## src/verilog/cpuPkg.sv

```systemverilog
package cpuPkg;

  ////////////////////////////////
  // Machine word and registers
  ////////////////////////////////
  typedef logic [15:0] wordT;     // Data, instruction and address
  typedef logic [3:0]  regAddrT;  // R0..R15

  // Opcodes not listed run as no-ops
  typedef enum logic [3:0] {
    ADD = 4'd0,
    SUB = 4'd1,
    AND = 4'd2,
    NOR = 4'd3,
    SLL = 4'd4,
    SRL = 4'd5,
    SRA = 4'd6,
    LW  = 4'd8,
    SW  = 4'd9,
    LHB = 4'd10,
    LLB = 4'd11,
    B   = 4'd12,
    HLT = 4'd15
  } opcodeT;

  // Branch condition codes, tested against registered flags
  typedef enum logic [2:0] {
    NEQ    = 3'd0,  // Z clear
    EQ     = 3'd1,  // Z set
    GT     = 3'd2,  // Z and N clear
    LT     = 3'd3,  // N set
    GTE    = 3'd4,
    LTE    = 3'd5,
    OVFL   = 3'd6,  // V set
    UNCOND = 3'd7
  } condT;

  typedef struct packed {
    logic z;
    logic n;
    logic v;
  } flagsT;

  // Arbiter master index, lower value wins
  typedef enum logic [1:0] {
    LOADER = 2'd0,
    DATA   = 2'd1,
    FETCH  = 2'd2
  } masterT;

  ////////////////////////////////
  // Instruction fields
  ////////////////////////////////
  localparam int opHi    = 15;
  localparam int opLo    = 12;
  localparam int rdHi    = 11;  // Also LW/SW data register
  localparam int rdLo    = 8;
  localparam int rsHi    = 7;   // Also LW/SW base
  localparam int rsLo    = 4;
  localparam int rtHi    = 3;   // Also shamt and memory offset
  localparam int rtLo    = 0;
  localparam int immHi   = 7;
  localparam int immLo   = 0;
  localparam int condHi  = 11;
  localparam int condLo  = 9;
  localparam int brOffHi = 8;
  localparam int brOffLo = 0;

  localparam int memDepth = 256;
  localparam int memAddrW = $clog2(memDepth);  // Low word bits used as address

endpackage

```

## src/verilog/memBusIf.sv

```systemverilog
`timescale 1ns/100ps

// One master port onto the shared memory
interface memBusIf import cpuPkg::*; ();

  logic req;     // Held until gnt
  logic we;
  wordT addr;
  wordT wdata;
  logic gnt;     // Same cycle as req
  wordT rdata;
  logic rvalid;  // One cycle after a granted read

  modport master (
    output req, we, addr, wdata,
    input  gnt, rdata, rvalid
  );

  modport slave (
    input  req, we, addr, wdata,
    output gnt, rdata, rvalid
  );

endinterface

```

## src/verilog/regFile.sv

```systemverilog
`timescale 1ns/100ps

module regFile import cpuPkg::*; (
  input  logic    clk,
  input  logic    rst,
  input  regAddrT rdAddrA,
  input  regAddrT rdAddrB,
  output wordT    rdDataA,
  output wordT    rdDataB,
  input  logic    wrEn,
  input  regAddrT wrAddr,
  input  wordT    wrData
);

  wordT regs [16];

  always_ff @(posedge clk) begin
    if (rst) begin
      for (int i = 0; i < 16; i++) regs[i] <= '0;
    end else if (wrEn && (wrAddr != '0)) begin  // R0 never written
      regs[wrAddr] <= wrData;
    end
  end

  // Combinational reads, new value visible next cycle
  assign rdDataA = (rdAddrA == '0) ? '0 : regs[rdAddrA];
  assign rdDataB = (rdAddrB == '0) ? '0 : regs[rdAddrB];

endmodule

```

## src/verilog/aluFlags.sv

```systemverilog
`timescale 1ns/100ps

module aluFlags import cpuPkg::*; (
  input  logic       clk,
  input  logic       rst,
  input  opcodeT     op,
  input  wordT       opA,
  input  wordT       opB,
  input  logic [3:0] shamt,
  input  logic       update,   // One per executed ALU op
  output wordT       result,
  input  condT       cond,
  output logic       condMet
);

  flagsT flags;
  logic  ovf;

  ////////////////////////////////
  // Datapath
  ////////////////////////////////
  always_comb begin
    ovf    = 1'b0;
    result = '0;
    case (op)
      ADD: begin
        result = opA + opB;  // Wraps
        ovf    = (opA[15] == opB[15]) && (result[15] != opA[15]);
      end
      SUB: begin
        result = opA - opB;
        ovf    = (opA[15] != opB[15]) && (result[15] != opA[15]);
      end
      AND: result = opA & opB;
      NOR: result = ~(opA | opB);
      SLL: result = opA << shamt;
      SRL: result = opA >> shamt;
      SRA: result = wordT'($signed(opA) >>> shamt);  // Sign fill
      default: result = '0;
    endcase
  end

  ////////////////////////////////
  // Flag register
  ////////////////////////////////
  always_ff @(posedge clk) begin
    if (rst) begin
      flags <= '0;
    end else if (update) begin
      flags.z <= (result == '0);
      if ((op == ADD) || (op == SUB)) begin  // N and V from arithmetic only
        flags.n <= result[15];
        flags.v <= ovf;
      end
    end
  end

  always_comb begin
    unique case (cond)
      NEQ:     condMet = !flags.z;
      EQ:      condMet = flags.z;
      GT:      condMet = !flags.z && !flags.n;
      LT:      condMet = flags.n;
      GTE:     condMet = flags.z || !flags.n;
      LTE:     condMet = flags.z || flags.n;
      OVFL:    condMet = flags.v;
      default: condMet = 1'b1;  // UNCOND
    endcase
  end

endmodule

```

## src/verilog/execUnit.sv

```systemverilog
`timescale 1ns/100ps

module execUnit import cpuPkg::*; (
  input  logic    clk,
  input  logic    rst,
  memBusIf.master bus,
  input  logic    instrValid,
  input  wordT    instr,
  input  wordT    instrPc,
  output logic    take,
  output logic    redirect,
  output wordT    target,
  output logic    halted,
  output logic    commitValid,
  output regAddrT commitAddr,
  output wordT    commitData
);

  typedef enum logic {ldIdle, ldWait} ldStateT;

  opcodeT     op;
  regAddrT    rdAddr;
  regAddrT    rdAddrA;
  regAddrT    rdAddrB;
  wordT       rdDataA;
  wordT       rdDataB;
  logic [7:0] imm;
  wordT       aluResult;
  logic       condMet;
  logic       aluOp;
  logic       wrEn;
  wordT       wrData;
  logic       haltReg;
  logic       active;
  ldStateT    ldState;

  ////////////////////////////////
  // Decode
  ////////////////////////////////
  assign op      = opcodeT'(instr[opHi:opLo]);
  assign rdAddr  = instr[rdHi:rdLo];
  assign imm     = instr[immHi:immLo];
  assign rdAddrA = (op == LHB) ? rdAddr : instr[rsHi:rsLo];  // LHB keeps rd low byte
  assign rdAddrB = (op == SW) ? rdAddr : instr[rtHi:rtLo];   // Store data
  assign aluOp   = (op inside {ADD, SUB, AND, NOR, SLL, SRL, SRA});
  assign active  = instrValid && !haltReg;

  regFile uRegs (.clk, .rst, .rdAddrA, .rdAddrB, .rdDataA, .rdDataB,
                 .wrEn, .wrAddr(rdAddr), .wrData);

  aluFlags uAlu (.clk, .rst, .op, .opA(rdDataA), .opB(rdDataB),
                 .shamt(instr[rtHi:rtLo]), .update(take && aluOp),
                 .result(aluResult), .cond(condT'(instr[condHi:condLo])), .condMet);

  // Base plus signed 4-bit offset
  assign bus.addr  = rdDataA + {{12{instr[rtHi]}}, instr[rtHi:rtLo]};
  assign bus.wdata = rdDataB;
  assign bus.we    = (op == SW);
  assign bus.req   = active && ((op == SW) || ((op == LW) && (ldState == ldIdle)));

  assign target   = instrPc + 16'd1 + {{7{instr[brOffHi]}}, instr[brOffHi:brOffLo]};
  assign redirect = take && (op == B) && condMet;
  assign halted   = haltReg || (instrValid && (op == HLT));  // Blocks fetch at once

  always_comb begin
    take   = active;     // Single-cycle by default
    wrEn   = active && aluOp;
    wrData = aluResult;
    case (op)
      LLB: begin
        wrEn   = active;
        wrData = {{8{imm[7]}}, imm};
      end
      LHB: begin
        wrEn   = active;
        wrData = {imm, rdDataA[7:0]};
      end
      LW: begin
        take   = active && (ldState == ldWait) && bus.rvalid;
        wrEn   = take;
        wrData = bus.rdata;
      end
      SW:      take = active && bus.gnt;  // Done at the write edge
      default: ;
    endcase
  end

  always_ff @(posedge clk) begin
    if (rst) begin
      haltReg <= 1'b0;
      ldState <= ldIdle;
    end else begin
      if (take && (op == HLT)) haltReg <= 1'b1;
      if ((ldState == ldIdle) && bus.req && bus.gnt && (op == LW))
        ldState <= ldWait;
      else if ((ldState == ldWait) && bus.rvalid)
        ldState <= ldIdle;
    end
  end

  // Write-back doubles as the commit trace
  assign commitValid = wrEn && (rdAddr != '0);
  assign commitAddr  = rdAddr;
  assign commitData  = wrData;

endmodule

```

## src/flat_wrapper.sv

```systemverilog
// flat-port wrapper written by rule: the top's interface ports become plain ports
module execUnit_flat import cpuPkg::*;
  (clk, rst, instrValid, instr, instrPc, take, redirect, target, halted, commitValid, commitAddr, commitData, bus_req, bus_we, bus_addr, bus_wdata, bus_gnt, bus_rdata, bus_rvalid);
  memBusIf bus_i ();
  input  logic clk;
  input  logic rst;
  input  logic instrValid;
  input  wordT instr;
  input  wordT instrPc;
  output logic take;
  output logic redirect;
  output wordT target;
  output logic halted;
  output logic commitValid;
  output regAddrT commitAddr;
  output wordT commitData;
  output wire logic [$bits(bus_i.req)-1:0] bus_req;
  output wire logic [$bits(bus_i.we)-1:0] bus_we;
  output wire logic [$bits(bus_i.addr)-1:0] bus_addr;
  output wire logic [$bits(bus_i.wdata)-1:0] bus_wdata;
  input wire logic [$bits(bus_i.gnt)-1:0] bus_gnt;
  input wire logic [$bits(bus_i.rdata)-1:0] bus_rdata;
  input wire logic [$bits(bus_i.rvalid)-1:0] bus_rvalid;
  assign bus_req = bus_i.req;
  assign bus_we = bus_i.we;
  assign bus_addr = bus_i.addr;
  assign bus_wdata = bus_i.wdata;
  assign bus_i.gnt = bus_gnt;
  assign bus_i.rdata = bus_rdata;
  assign bus_i.rvalid = bus_rvalid;
  execUnit u_core (.clk(clk), .rst(rst), .bus(bus_i), .instrValid(instrValid), .instr(instr), .instrPc(instrPc), .take(take), .redirect(redirect), .target(target), .halted(halted), .commitValid(commitValid), .commitAddr(commitAddr), .commitData(commitData));
endmodule
```

## config.mk

```make
export PLATFORM = sky130hd
export DESIGN_NAME = execUnit_flat
export DESIGN_NICKNAME = d
export VERILOG_FILES = /design/src/verilog/cpuPkg.sv /design/src/verilog/memBusIf.sv /design/src/verilog/regFile.sv /design/src/verilog/aluFlags.sv /design/src/verilog/execUnit.sv /design/src/flat_wrapper.sv
export SDC_FILE = /design/constraint.sdc
export NUM_CORES = 1
export LEC_CHECK = 0
export BUFFER_PORTS_ARGS = -buffer_cell sky130_fd_sc_hd__buf_4
export CAP_MARGIN = 25
export CORE_ASPECT_RATIO = 0.75
export CORE_MARGIN = 4
export CORE_UTILIZATION = 60
export DETAILED_ROUTE_END_ITERATION = 10
export HOLD_SLACK_MARGIN = 0.03
export PLACE_DENSITY = 0.79
export SLEW_MARGIN = 20
export SYNTH_ARGS = -nofsm -noshare
export SYNTH_HDL_FRONTEND = slang
export SYNTH_HIERARCHICAL = 1
export SYNTH_SLANG_ARGS = --single-unit
```

## constraint.sdc

```tcl
create_clock -name clk -period 12.9 [get_ports clk]
set_clock_uncertainty 0.15 [all_clocks]
set_input_delay 3.225 -clock clk [delete_from_list [all_inputs] [get_ports clk]]
set_output_delay 3.225 -clock clk [all_outputs]
set_load 0.005 [all_outputs]
```

* Word-level counts from Yosys, hierarchy flattened
Memory sizes are Yosys's and may differ from the RTL's.
Cells that the tools add are included.
** Word-level totals
- RAM bits :: 256
- Output and inout port bits :: 74
- Register bits :: 5
- Word-level logic and storage cells :: 99
- Memories kept :: 1
- Bits in read-only memories :: 0
- Bits of input ports :: 53
- Bits in latches :: 0
** Cells by class
- Bitwise gates (word level) :: 4
- Order comparisons :: 0
- Reduce and logical (&&, ||, !) cells :: 39
- Multipliers :: 0
- Equal/unequal tests :: 22
- Add/subtract/negate cells :: 5
- Divide/modulo/power cells :: 0
- Shift operators :: 3
- Mux-type cells :: 20
** Memory list
- u_core.uRegs.regs :: depth 16, width 16, rd ports 2, clocked after Yosys merged registers in 0, wr ports 16, line regFile.sv:15 : wordT regs [16];
** Operators with widths (count)
- $pmux 16 s7 :: 1
- $add 16x16->16 :: 3
- $mux 16 :: 3
- $pmux 16 s3 :: 1
- $eq 4x4->1 const B :: 6
- $logic_and 1x1->1 :: 20
- $add 16x1->16 const B :: 1
- $and 16x16->16 :: 1
- $logic_not 16->1 :: 1
- $not 16->16 :: 1
- $or 16x16->16 :: 1
- $reduce_or 16->1 :: 1
- $shl 16x4->16 :: 1
- $shr 16x4->16 :: 1
- $sshr 16x4->16 :: 1
- $sub 16x16->16 :: 1
- $eq 4x3->1 const B :: 3
- $logic_not 4->1 :: 3
- $mux 4 :: 3
- $eq 3x3->1 const B :: 3
- $eq 4x2->1 const B :: 2
- $mux 1 :: 8
- $pmux 1 s7 :: 1
- $reduce_bool 7->1 :: 1
- 14 further kinds :: 25

* Longest topological paths before layout
Gate-level depths: netlist (run 1).
- Word-level depth :: 11
- Gate-level depth with buffers :: 31

* Cells and area by module
The synthesis (run 1) kept the hierarchy.
** By module, submodules not included
- regFile :: instances 1, cells each 932, seq. area each 7236.9 um2, area an instance 13117.6 um2
- aluFlags :: instances 1, cells each 554, seq. area each 60.1 um2, area an instance 4269.1 um2
- execUnit :: instances 1, cells each 309, seq. area each 40.0 um2, area an instance 2194.6 um2

* Least setup slack after synthesis (run 1)
No wires, ideal clock.
- Path kind :: in2out
- Start :: input port instr[13]
- End :: output port commitData[13]
- Arrival :: 7.753 ns
- Path buffers :: 5
- Stages :: 24
- Slack :: 1.772 ns
- Cell sequence :: buf_2 buf_2 nand2_1 mux2_2 buf_6 buf_6 buf_6 mux2i_1 nor2_1 a2111oi_0 a21oi_1 inv_1 ha_1 nor2_1 o311ai_1 and3_1 o211ai_1 and3_1 a221oi_1 xor2_1 a21boi_0 inv_1 o21ai_0 a21oi_1
** RTL lines
- start, declared :: line flat_wrapper.sv:8 : input wordT instr;
- $eq 4x4->1 * :: line execUnit.sv:43 : assign rdAddrA = (op == LHB) ? rdAddr : instr[rsHi:rsLo];
- $mux 4 * :: line execUnit.sv:43
- via u_core.rdAddrA[1] :: line execUnit.sv:23 : regAddrT rdAddrA;
- $mem_v2 16x16 / $logic_not 4->1 (equally long branches)
- $mux 16 * :: line regFile.sv:26 : assign rdDataA = (rdAddrA == '0) ? '0 : regs[rdAddrA];
- via u_core.rdDataA[1] :: line execUnit.sv:25 : wordT rdDataA;
- $sub 16x16->16, or another cell as far along :: line aluFlags.sv:31 : result = opA - opB;
- $pmux 16 s7 * :: line aluFlags.sv:25 : case (op)
- via u_core.aluResult[13] :: line execUnit.sv:28 : wordT aluResult;
- $pmux 16 s3 * :: line execUnit.sv:69 : case (op)
- end, declared :: line flat_wrapper.sv:16 : output wordT commitData;
The timed path passes the listed nets; every way through them passes the cells marked *.

* Worst setup path in the final report (run 1)
- Start :: input port instr[14]
- End :: output port commitData[15]
** Between the ends
- Longest elaborated chain between the ends :: 8
** RTL lines
- $eq 4x4->1 * :: line execUnit.sv:44 : assign rdAddrB = (op == SW) ? rdAddr : instr[rtHi:rtLo];
- $mux 4 * :: line execUnit.sv:44
- via u_core.rdAddrB[0] :: line execUnit.sv:24 : regAddrT rdAddrB;
- $mem_v2 16x16 / $logic_not 4->1 (equally long branches)
- $mux 16 * :: line regFile.sv:27 : assign rdDataB = (rdAddrB == '0) ? '0 : regs[rdAddrB];
- branches (longest 2 deep; another with $sub 16x16->16)
- $pmux 16 s7 * :: line aluFlags.sv:25
- via u_core.aluResult[15] :: line execUnit.sv:28
- $pmux 16 s3 * :: line execUnit.sv:69
Mark *: on every way through the listed nets, which the timed path passes.

==> results by group, run 1 <==
Yosys
  – Syn Std Cell Area: slightly below 0.02 sq mm
  – Average cell area after synthesis: 10.9 sq um
  – Number of standard cells after synthesis: 1,795
  – Number of synthesized register bits: 246
  – Biggest area contributors in the synthesized netlist: edfxtp_1 (37%), mux4_2 (11%), and2_1 (7.9%)
  – Synthesized net count: 1,929
  – Largest area contributor in the synthesized netlist: edfxtp_1
  – Share of flip-flops with an asynchronous set or reset after synthesis: 0
  – Number of flops mapped to enable cells by yosys: 241
  – Post-synth top area share: 0.370
  – Total number of yosys warnings: 6
  – Portion of the post-synthesis area used by sequential elements: 0.375
  – Dominant register cell in the synthesized netlist: edfxtp_1
  – Count of different cell masters after synthesis: 106

Power and ir drop
  – Worst voltage drop across the vdd grid: 0.0835 mV
  – Clock network fraction of design power: 0.273
  – Switching power: 0.000863 W
  – Pwr/cell area: 115 mW/mm^2
  – Power share of the sequential group: 0.370
  – Internal power: 0.00164 W
  – Comb pwr share: 0.357
  – Switching power as a share of total power: 0.345
  – Static leakage: 8.68 nW

Worst setup path
  – Required time at the endpoint of the critical path: 9.52 ns
  – Kind of end point of the critical path: primary output
  – Critical-path maximum fanout: 21
  – Critical path start-end classification: in2out
  – Arrival time of data at the critical path endpoint: 9.22 ns
  – Startpoint kind of the worst setup timing path: input pin
  – Worst reg-to-reg setup slack: 7.57 ns
  – Gate family responsible for the most delay along the worst path: compound AO/OA/AOI/OAI gates
  – Critical path startpoint: instr[14]
  – Buffering stage count on the worst path with inverters included: 7
  – Cell type of the slowest stage on the worst timing path: mux4_2
  – Most frequent CP cell: a21oi_1
  – Maximum cell stage delay along the critical path: 0.52 ns
  – Reg-to-reg startpoint: u_core/uRegs/regs[15][2]$_SDFFCE_PN0P_

GRT
  – Number of antenna violations at the first check in global routing: 0
  – Global-route wire length before repair: a little under 100,000 um
  – Total GRT Usage: 0.368
  – Vias in the first global route: 15,900
  – Pin count of the biggest net entering global routing: between 60 and 70
  – GR Overflow Total: 0

Clock network
  – CTS tree: yes
  – Number of cells upsized or downsized after cts: 0
  – Clock latency reported for the late side of the worst-skew pair: 0.54 ns
  – H-tree lvl count: 1
  – Clk slew on worst S/H paths: 0.06 ns
  – Clock Sinks: ~250
  – Number of hold-repair buffers added at the cts stage: 0
  – Clock Tree Buf Depth: 3
  – TritonCTS buffer count: 25
  – Cell at the root of the clock tree: clkbuf_16
  – Post-CTS Setup Repair Bufs: 0

Floorplanning
  – Die Span X: 217 um
  – FP Rows: 56
  – Core area: between 0.03 and 0.04 sq mm
  – Height of the die: 164 um
  – Die Area: ~0.036 sq mm
  – I/O pin count: 127
  – Initial standard-cell utilization of the core: 0.617

Finish
  – Core utilization of the finished layout: 0.685
  – Area growth from synthesis to layout: 11.0%
  – Top library cells by usage in the layout, fill and taps aside: and2_1 (248), edfxtp_1 (241), buf_4 (209)
  – Filler Cells Inserted: 2,363
  – Most common cell after layout, fill and taps aside: and2_1
  – Inserted Diodes: 0
  – # nets final: 2,028
  – Non-filler cells in the finished layout: 2,346
  – Share of layout cells above drive strength 1: 0.230

Detailed routing
  – Remaining number of nets flagged by the antenna check after routing: 0
  – Average wire length per cell after detail routing: 28.6 um
  – Total number of vias: about 17,000
  – Total routed wirelength: 67,100 um
  – Drt drc: 0
  – Average vias per placed instance: 7.08
  – First-pass iteration count of the detailed router: 6
  – Detailed router's first-iteration violation count: 2,721

Timing
  – Max_slew headroom: 0.277
  – Slew at the pin with the worst max-slew slack: approximately 1.1 ns
  – Number of pins exceeding their max-slew limit in the final report: 0
  – Final-report hold violation count: 0
  – Final setup violation count: 0
  – Maximum frequency from static timing analysis: 0.0794 GHz
  – Sum of negative setup slack: 0 ns
  – Final critical-path setup slack: 0.308 ns
  – Final critical-path share of the clock period: 0.976
  – Setup repair after global routing missed its margin: no
  – Period minus WS final: 12.59 ns

Run
  – Max-cap check violation count: 0

Place
  – Input/output buffers: 126
  – GPL Wtd Cong: 1.06
  – Placed wire-length estimate after detailed placement: 47,800 um
  – Worst slack after detailed placement: 0.316 ns
  – Placed insts: 2,302

Worst hold path
  – Hold_sp: u_core/ldState$_SDFFE_PP0P_
  – Worst min path class: reg2reg

Status
  – Result of the run: finished clean
==> final cells by class <==
type	instances	area [sq um]	share of cell area
inverter	60	225	0.0104
tap	435	544	0.0250
multi-input combinational	1350	11300	0.519
timing repair buffer	211	1610	0.0740
sequential	246	7340	0.337
clock buffer	30	644	0.0296
clock inverter	14	96.3	0.00443
==> Yosys cell counts, drive strengths merged, types with 5 or more instances <==
master	number
a221oi	5
o21bai	6
nor4	14
nand2b	17
nor2b	14
mux2	46
and3	10
nand3	15
a31oi	13
edfxtp	241
o22ai	35
dfxtp	5
o21ai	59
o221ai	8
a21oi	124
inv	60
o211ai	18
buf	77
mux4	93
nand2	57
nor2	107
xnor2	19
o21a	8
and2	248
clkbuf	62
or2	21
ha	77
xor2	16
a22oi	17
a211oi	18
nor3	19
nor3b	7
a2111oi	21
a221o	17
mux2i	130
a21o	12
o32ai	5
==> power by group through the flow <==
| stage | registers, W | clock network [W] | logic, W |
|---|---|---|---|
| 3_3_place_gp | 0.000938 | 0 | 0.000845 |
| 2_1_floorplan | 0.000932 | 0 | 0.000531 |
| 5_1_grt | 0.000927 | 0.000723 | 0.000941 |
| 6_report | 0.000925 | 0.000683 | 0.000892 |
| 4_1_cts | 0.000924 | 0.000688 | 0.000862 |
| 3_5_place_dp | 0.000940 | 0 | 0.000857 |
==> cell families (layout without fill, tap and decap cells) <==
family / Yosys count / count (layout) / share of synthesized area
and+or+nand+nor: 554 / 554 / 0.160
other: 1 / 1 / 0.000192
adders and majority gates: 82 / 82 / 0.0538
xor gates and xnor gates: 35 / 35 / 0.0157
muxes: 269 / 269 / 0.200
AOI/OAI and AO/OA: 409 / 409 / 0.144
buffers and inverters: 199 / 315 / 0.0515
DFF: 246 / 246 / 0.375
==> routing by layer <==
metal	routed length, um	vias up	GRT usage	part of all wire
met2	28500	1306	0.539	0.42
met3	9610	212	0.109	0.14
li1	-	7016	-	-
met1	26200	8081	0.528	0.39
met4	2750	0	0.127	0.041
met5	0	-	0	0
==> metrics by stage <==
| step | hold slack (ns) | instance area, sq um | total power [W] |
|---|---|---|---|
| floorplan | 0.311 | 19600 | 0.00146 |
| global placement | 0.332 | 21000 | 0.00178 |
| detailed placement | 0.350 | 21000 | 0.00180 |
| CTS | 0.365 | 21700 | 0.00247 |
| global route | 0.408 | 21700 | 0.00259 |
| finish | 0.363 | 21700 | 0.00250 |
==> worst reg2reg max path: stages (launching register included) <==
cell       delay [ns]
edfxtp_1         0.41
mux4_2           0.50
mux2i_1          0.29
a21oi_1          0.16
buf_4            0.28
inv_1            0.13
ha_1             0.33
and3_1           0.19
o2bb2ai_1        0.22
o211ai_1         0.46
a21oi_1          0.12
o211ai_1         0.21
a21oi_1          0.15
o32ai_1          0.26
buf_4            0.19
and2_1           0.17
inv_1            0.06
inv_1            0.05
a21oi_1          0.06
o221a_2          0.35
buf_4            0.20
and2_1           0.15
==> final timing paths <==
path | endpoint | depth (start not counted)
hold reg to reg | u_core/ldState$_SDFFE_PP0P_ | 2
hold / removal | u_core/ldState$_SDFFE_PP0P_ | 2
setup reg to reg | u_core/uRegs/regs[9][15]$_SDFFCE_PN0P_ | 21
setup / recovery | commitData[15] | 26
==> sequential cells by signal, summed over array words and instances, names as in the netlist <==
| name | count |
|---|---|
| u_core/haltReg | 1 |
| u_core/uRegs/regs | 241 |
| u_core/uAlu/flags | 3 |
| u_core/ldState | 1 |
No activity file was read; power rests on OpenSTA's default activity.
==> run 2, diff against run 1 <==
==> constraint.sdc (replaced) <==
create_clock -name clk -period 12.9 [get_ports clk]
set_clock_uncertainty 0.15 [all_clocks]
set_input_delay 3.225 -clock clk [delete_from_list [all_inputs] [get_ports clk]]
set_output_delay 3.225 -clock clk [all_outputs]
set_load 0.1 [all_outputs]
==> results by group, run 2 (synthesis gave the netlist of run 1 again) <==
Status
  – Result of the run: finished clean

Finish
  – Top library cells by usage in the layout, fill and taps aside: and2_1 (248), edfxtp_1 (241), buf_4 (205)
  – Share of layout cells above drive strength 1: 0.241
  – # nets final: ~2,000
  – Regs by FF count: u_core/uRegs/regs (241), u_core/uAlu/flags (3)
  – Most common cell after layout, fill and taps aside: and2_1
  – Largest register by flop count: u_core/uRegs/regs
  – Max reg flops: roughly 240
  – Area of all placed cells without fillers: 0.0218 sq mm
  – Area growth from synthesis to layout: 11.4%
  – Core utilization of the finished layout: 0.687

GRT
  – Number of antenna violations at the first check in global routing: 1
  – Pin count of the biggest net entering global routing: 58
  – Vias in the first global route: 15,400
  – Global-route wire length before repair: roughly 100,000 um
  – Total GRT Usage: 0.375
  – GR Overflow Total: 0

Detailed routing
  – Total number of vias: 16,600
  – Detailed router's first-iteration violation count: 2,812
  – Average wire length per cell after detail routing: 29.3 um
  – Remaining number of nets flagged by the antenna check after routing: 0
  – Total routed wirelength: 68,600 um
  – Drt drc: 0
  – First-pass iteration count of the detailed router: 6
  – Average vias per placed instance: between 7 and 8

Power and ir drop
  – Worst voltage drop across the vdd grid: about 0.13 mV
  – Static leakage: roughly 8.7 nW
  – Pwr/cell area: 131 mW/mm^2

Timing
  – Final critical-path setup slack: 0.159 ns
  – Final-report hold violation count: 0
  – Max_slew headroom: 0.243
  – Final critical-path share of the clock period: 0.988
  – Slew at the pin with the worst max-slew slack: 1.14 ns
  – Sum of negative setup slack: 0 ns
  – Maximum frequency from static timing analysis: 0.0785 GHz
  – Period minus WS final: 12.74 ns
  – Hold Worst Slack: 0.365 ns
  – Final setup violation count: 0
  – Number of pins exceeding their max-slew limit in the final report: 0

Worst setup path
  – Kind of end point of the critical path: primary output
  – Critical-path maximum fanout: 19
  – Buffering stage count on the worst path with inverters included: 4
  – Gate family responsible for the most delay along the worst path: compound AO/OA/AOI/OAI gates
  – Maximum cell stage delay along the critical path: around 0.60 ns
  – Critical path start-end classification: in2out
  – Startpoint kind of the worst setup timing path: input pin
  – Crit path cell chain: buf_4 > nand2b_1 > nor2_1 > nand2_1 > mux2_2 > buf_4 > mux4_2 > mux2i_1 > a21oi_1 > buf_4 > ha_1 > a2111oi_0 > nand2_1 > o211ai_1 > o41ai_1 > o41ai_1 > a2111oi_1 > a21oi_1 > o22ai_1 > a21oi_2 > buf_4
  – Cell type of the slowest stage on the worst timing path: mux2i_1
  – Required time at the endpoint of the critical path: 9.52 ns
  – Most frequent CP cell: buf_4
  – Arrival time of data at the critical path endpoint: 9.37 ns

Floorplanning
  – I/O pin count: 127
  – Initial standard-cell utilization of the core: 0.617
  – Die Span X: roughly 220 um
  – FP Rows: 56
  – Height of the die: about 160 um
  – Die Area: 0.0356 sq mm
  – Core area: 0.0317 sq mm

Place
  – Worst slack after detailed placement: 0.185 ns
  – GPL Wtd Cong: roughly 1.0
  – Placed wire-length estimate after detailed placement: between 40,000 and 50,000 um
  – Placed inst area: 0.0211 sq mm
  – Input/output buffers: ~130

Clock network
  – Clock Tree Buf Depth: 3
  – Post-CTS Setup Repair Bufs: 0
  – H-tree lvl count: 1
  – Cell at the root of the clock tree: clkbuf_16
  – TritonCTS buffer count: 23
  – Clock latency reported for the late side of the worst-skew pair: roughly 0.55 ns
  – Clock Sinks: 246
  – CTS tree: yes
  – Clk slew on worst S/H paths: 0.07 ns

Run
  – Max-cap check violation count: 0

Worst hold path
  – Worst min path class: reg2reg
run 2: tightest hold or removal path: stages (launching register included):
cell and delay (ns):
dfxtp_1 0.34, a32oi_1 0.06, nor2_1 0.08
run 2: path summary, 6_finish.rpt:
path / startpoint / end / slack [ns] / cells after the start
worst max-delay path: instr[14] / commitData[14] / 0.16 / 21
worst min-delay path: u_core/ldState$_SDFFE_PP0P_ / u_core/ldState$_SDFFE_PP0P_ / 0.36 / 2
worst max register to register: u_core/uRegs/regs[15][4]$_SDFFCE_PN0P_ / u_core/uRegs/regs[11][12]$_SDFFCE_PN0P_ / 7.41 / 16
worst min register to register: u_core/ldState$_SDFFE_PP0P_ / u_core/ldState$_SDFFE_PP0P_ / 0.36 / 2
run 2: final cells by class:
cell class | instances | area [sq um]
well taps | 435 | 544
repair buffers | 210 | 1620
clock buffers | 28 | 594
multi-input cells | 1351 | 11400
clock inverters | 13 | 100
fillers | 2367 | 9930
inverters | 60 | 225
flip-flops and latches | 246 | 7340
diodes | 1 | 2.50
run 2: stage by stage:
stage | total power [W] | cells
4_1_cts | 0.00281 | 2341
5_1_grt | 0.00293 | 2343
3_3_place_gp | 0.00216 | 2299
3_5_place_dp | 0.00217 | 2300
6_report | 0.00285 | 2344
2_1_floorplan | 0.00182 | 1795
run 2: per-layer routing:
metal  wire [um]  vias to the layer above  GRT usage
li1            -                     7011          -
met1       26800                     7980      0.552
met2       28500                     1370      0.540
met3       10900                      199      0.121
met4        2490                        0      0.102
met5           0                        -          0
run 2: what timing repair did:
item / 4_1_cts / 5_1_grt
endpoints found under the setup margin: 0 / 7
resized for setup: 0 / 5
hold buffers: 0 / 0
run 2: report_power, final:
group	total, W	switching, W	leakage [nW]	internal, W
Combinational	0.00127	0.000910	5.80	0.000360
Clock	0.000653	0.000303	0.338	0.000350
Sequential	0.000924	0.0000176	2.52	0.000907
==> run 3, diff against run 2 <==
--- a/config.mk
+++ b/config.mk
@@ -5,14 +5,14 @@
 export SDC_FILE = /design/constraint.sdc
 export NUM_CORES = 1
 export LEC_CHECK = 0
-export BUFFER_PORTS_ARGS = -buffer_cell sky130_fd_sc_hd__buf_4
 export CAP_MARGIN = 25
 export CORE_ASPECT_RATIO = 0.75
 export CORE_MARGIN = 4
 export CORE_UTILIZATION = 60
 export DETAILED_ROUTE_END_ITERATION = 10
+export DONT_BUFFER_PORTS = 1
 export HOLD_SLACK_MARGIN = 0.03
-export PLACE_DENSITY = 0.79
+export PLACE_DENSITY = 0.76
 export SLEW_MARGIN = 20
 export SYNTH_ARGS = -nofsm -noshare
 export SYNTH_HDL_FRONTEND = slang
==> results by group, run 3 (synthesis gave the netlist of run 1 again) <==
Status
  – Result of the run: finished clean

Floorplanning
  – Core area: approximately 0.032 sq mm
  – Height of the die: around 160 um
  – I/O pin count: 127
  – Initial standard-cell utilization of the core: 0.617
  – Die Area: 0.0356 sq mm
  – FP Rows: 56
  – Die Span X: around 220 um

Worst setup path
  – Worst reg-to-reg setup slack: 7.16 ns
  – Crit path cell chain: nand2b_1 > nor2_1 > and2_1 > mux2_4 > buf_4 > mux4_2 > mux2i_2 > a21oi_2 > buf_4 > ha_1 > a2111oi_0 > buf_4 > nand2_1 > o211ai_1 > o41ai_1 > o41ai_1 > a2111oi_1 > a21oi_1 > o21ai_0 > a21oi_4 > buf_12
  – Gate family responsible for the most delay along the worst path: compound AO/OA/AOI/OAI gates
  – Endpoint of the most critical register-to-register path: u_core/uRegs/regs[14][10]$_SDFFCE_PN0P_
  – Cell type of the slowest stage on the worst timing path: a2111oi_0
  – Startpoint kind of the worst setup timing path: input pin
  – Buffering stage count on the worst path with inverters included: 4
  – Worst reg2reg path depth: 16
  – Critical path start-end classification: in2out
  – Kind of end point of the critical path: primary output
  – Maximum cell stage delay along the critical path: 0.58 ns
  – Arrival time of data at the critical path endpoint: 9.39 ns
  – Most frequent CP cell: buf_4
  – Required time at the endpoint of the critical path: 9.52 ns
  – Reg-to-reg startpoint: u_core/uRegs/regs[7][5]$_SDFFCE_PN0P_
  – Critical path startpoint: instr[14]
  – Critical-path maximum fanout: 22

GRT
  – Pin count of the biggest net entering global routing: 68
  – GR Overflow Total: 0
  – Number of antenna violations at the first check in global routing: 7
  – Vias in the first global route: 15,400
  – Global-route wire length before repair: approximately 100,000 um
  – Total GRT Usage: 0.381

Power and ir drop
  – Internal power: 0.00171 W
  – Worst voltage drop across the vdd grid: 0.115 mV
  – Static leakage: around 8.5 nW
  – Sum of internal, switching and leakage power: 0.00295 W
  – Pwr/cell area: 135 mW/mm^2
  – Clock network fraction of design power: 0.251
  – Power share of the sequential group: 0.314
  – Comb pwr share: 0.436
  – Switching power: 0.00124 W
  – Switching power as a share of total power: 0.420

Run
  – Max-cap check violation count: 0

Detailed routing
  – Total routed wirelength: 69,400 um
  – Total number of vias: 16,300
  – Detailed router's first-iteration violation count: roughly 2,600
  – First-pass iteration count of the detailed router: 6
  – Average wire length per cell after detail routing: 30.6 um
  – Average vias per placed instance: 7.19
  – Remaining number of nets flagged by the antenna check after routing: 0
  – Drt drc: 0

Finish
  – Most common cell after layout, fill and taps aside: and2_1
  – # nets final: 1,948
  – Area growth from synthesis to layout: 11.8%
  – Largest register by flop count: u_core/uRegs/regs
  – Multi-input gate area in the final layout: 0.0117 sq mm
  – Regs by FF count: u_core/uRegs/regs (241), u_core/uAlu/flags (3)
  – Area occupied by registers: between 0.007 and 0.008 sq mm
  – Top library cells by usage in the layout, fill and taps aside: and2_1 (247), edfxtp_1 (241), mux2i_1 (125)
  – Share of layout cells above drive strength 1: 0.233
  – Max reg flops: 241
  – Filler Cells Inserted: ~2,300

Place
  – Input/output buffers: 0
  – GPL Wtd Cong: 1.01
  – Placed wire-length estimate after detailed placement: around 48,000 um

Clock network
  – Clk slew on worst S/H paths: about 0.07 ns
  – H-tree lvl count: 1
  – Post-CTS Setup Repair Bufs: 0
  – CTS tree: yes
  – Number of hold-repair buffers added at the cts stage: 0
  – Clock latency reported for the late side of the worst-skew pair: 0.56 ns
  – Number of cells upsized or downsized after cts: 0
  – Cell at the root of the clock tree: clkbuf_16
  – Clock Tree Buf Depth: 3
  – TritonCTS buffer count: 25
  – Clock Sinks: 246

Timing
  – Period minus WS final: 12.76 ns
  – Number of pins exceeding their max-slew limit in the final report: 0
  – Hold Worst Slack: around 0.39 ns
  – Max_slew headroom: 0.280
  – Maximum frequency from static timing analysis: 0.0784 GHz
  – Slew at the pin with the worst max-slew slack: 1.08 ns
  – Final-report hold violation count: 0
  – Final critical-path share of the clock period: 0.989
  – Final setup violation count: 0
  – Sum of negative setup slack: 0 ns

Worst hold path
  – Hold Path End: u_core/ldState$_SDFFE_PP0P_
  – Worst min path class: reg2reg
  – Number of cells on the worst hold path: 2
  – Hold_sp: u_core/ldState$_SDFFE_PP0P_
run 3: cell count changes in the layout (fill, tap and decap cells not counted), sizes merged, moves of 2 or more:
cell,before,now
buf,209,130
bufinv,1,3
clkinv,10,6
clkinvlp,1,4
run 3: through the flow:
step	setup WS [ns]	utilization	area (sq um)	cells
floorplan	0.113	-	19700	1795
global placement	0.366	0.659	20900	2216
detailed placement	0.0667	0.662	21000	2220
CTS	0.0220	0.687	21800	2264
global route	-0.0277	0.690	21900	2267
finish	0.139	0.690	21900	2267
run 3: worst register-to-register path, delay by kind of cell, from the launching register on:
kind | cells | cell delay [ns]
buf+inv | 3 | 0.76
compound gates | 6 | 2.28
fa+ha+maj | 1 | 0.35
flops | 1 | 0.42
simple gates | 3 | 0.40
mux | 3 | 1.27
run 3: layout make-up:
class,instances,share of cell area
Clock buffer,29,0.0293
Clock inverter,15,0.00794
Antenna cell,1,0.000114
Sequential cell,246,0.335
Inverter,60,0.0103
Multi-Input combinational cell,1350,0.536
Tap cell,435,0.0249
Timing Repair Buffer,131,0.0561
run 3: layer usage:
| metal | routed length (um) | share of wire | vias up | GRT usage |
|---|---|---|---|---|
| li1 | - | - | 6837 | - |
| met1 | 27400 | 0.39 | 8011 | 0.547 |
| met2 | 29200 | 0.42 | 1269 | 0.552 |
| met3 | 10300 | 0.15 | 174 | 0.126 |
| met4 | 2480 | 0.036 | 4 | 0.120 |
| met5 | 18 | 0.00026 | - | 0 |
run 3: how the worst max path moves through the flow:
stage | end | slack, ns | cells past startpoint
floorplan | commitData[4] | 0.11 | 21
global placement | commitData[12] | 0.37 | 21
detailed placement | commitData[12] | 0.07 | 22
CTS | commitData[12] | 0.02 | 21
global route | commitData[14] | -0.03 | 22
finish | commitData[14] | 0.14 | 21
run 3: power groups by stage:
| stage | Sequential (W) | Clock (W) | Combinational [W] |
|---|---|---|---|
| final | 0.000925 | 0.000739 | 0.00129 |
| after global routing | 0.000926 | 0.000775 | 0.00133 |
| after CTS | 0.000923 | 0.000742 | 0.00124 |
| after detailed placement | 0.000940 | 0 | 0.00124 |
| after global placement | 0.000937 | 0 | 0.00122 |
| after floorplan | 0.000932 | 0 | 0.000889 |
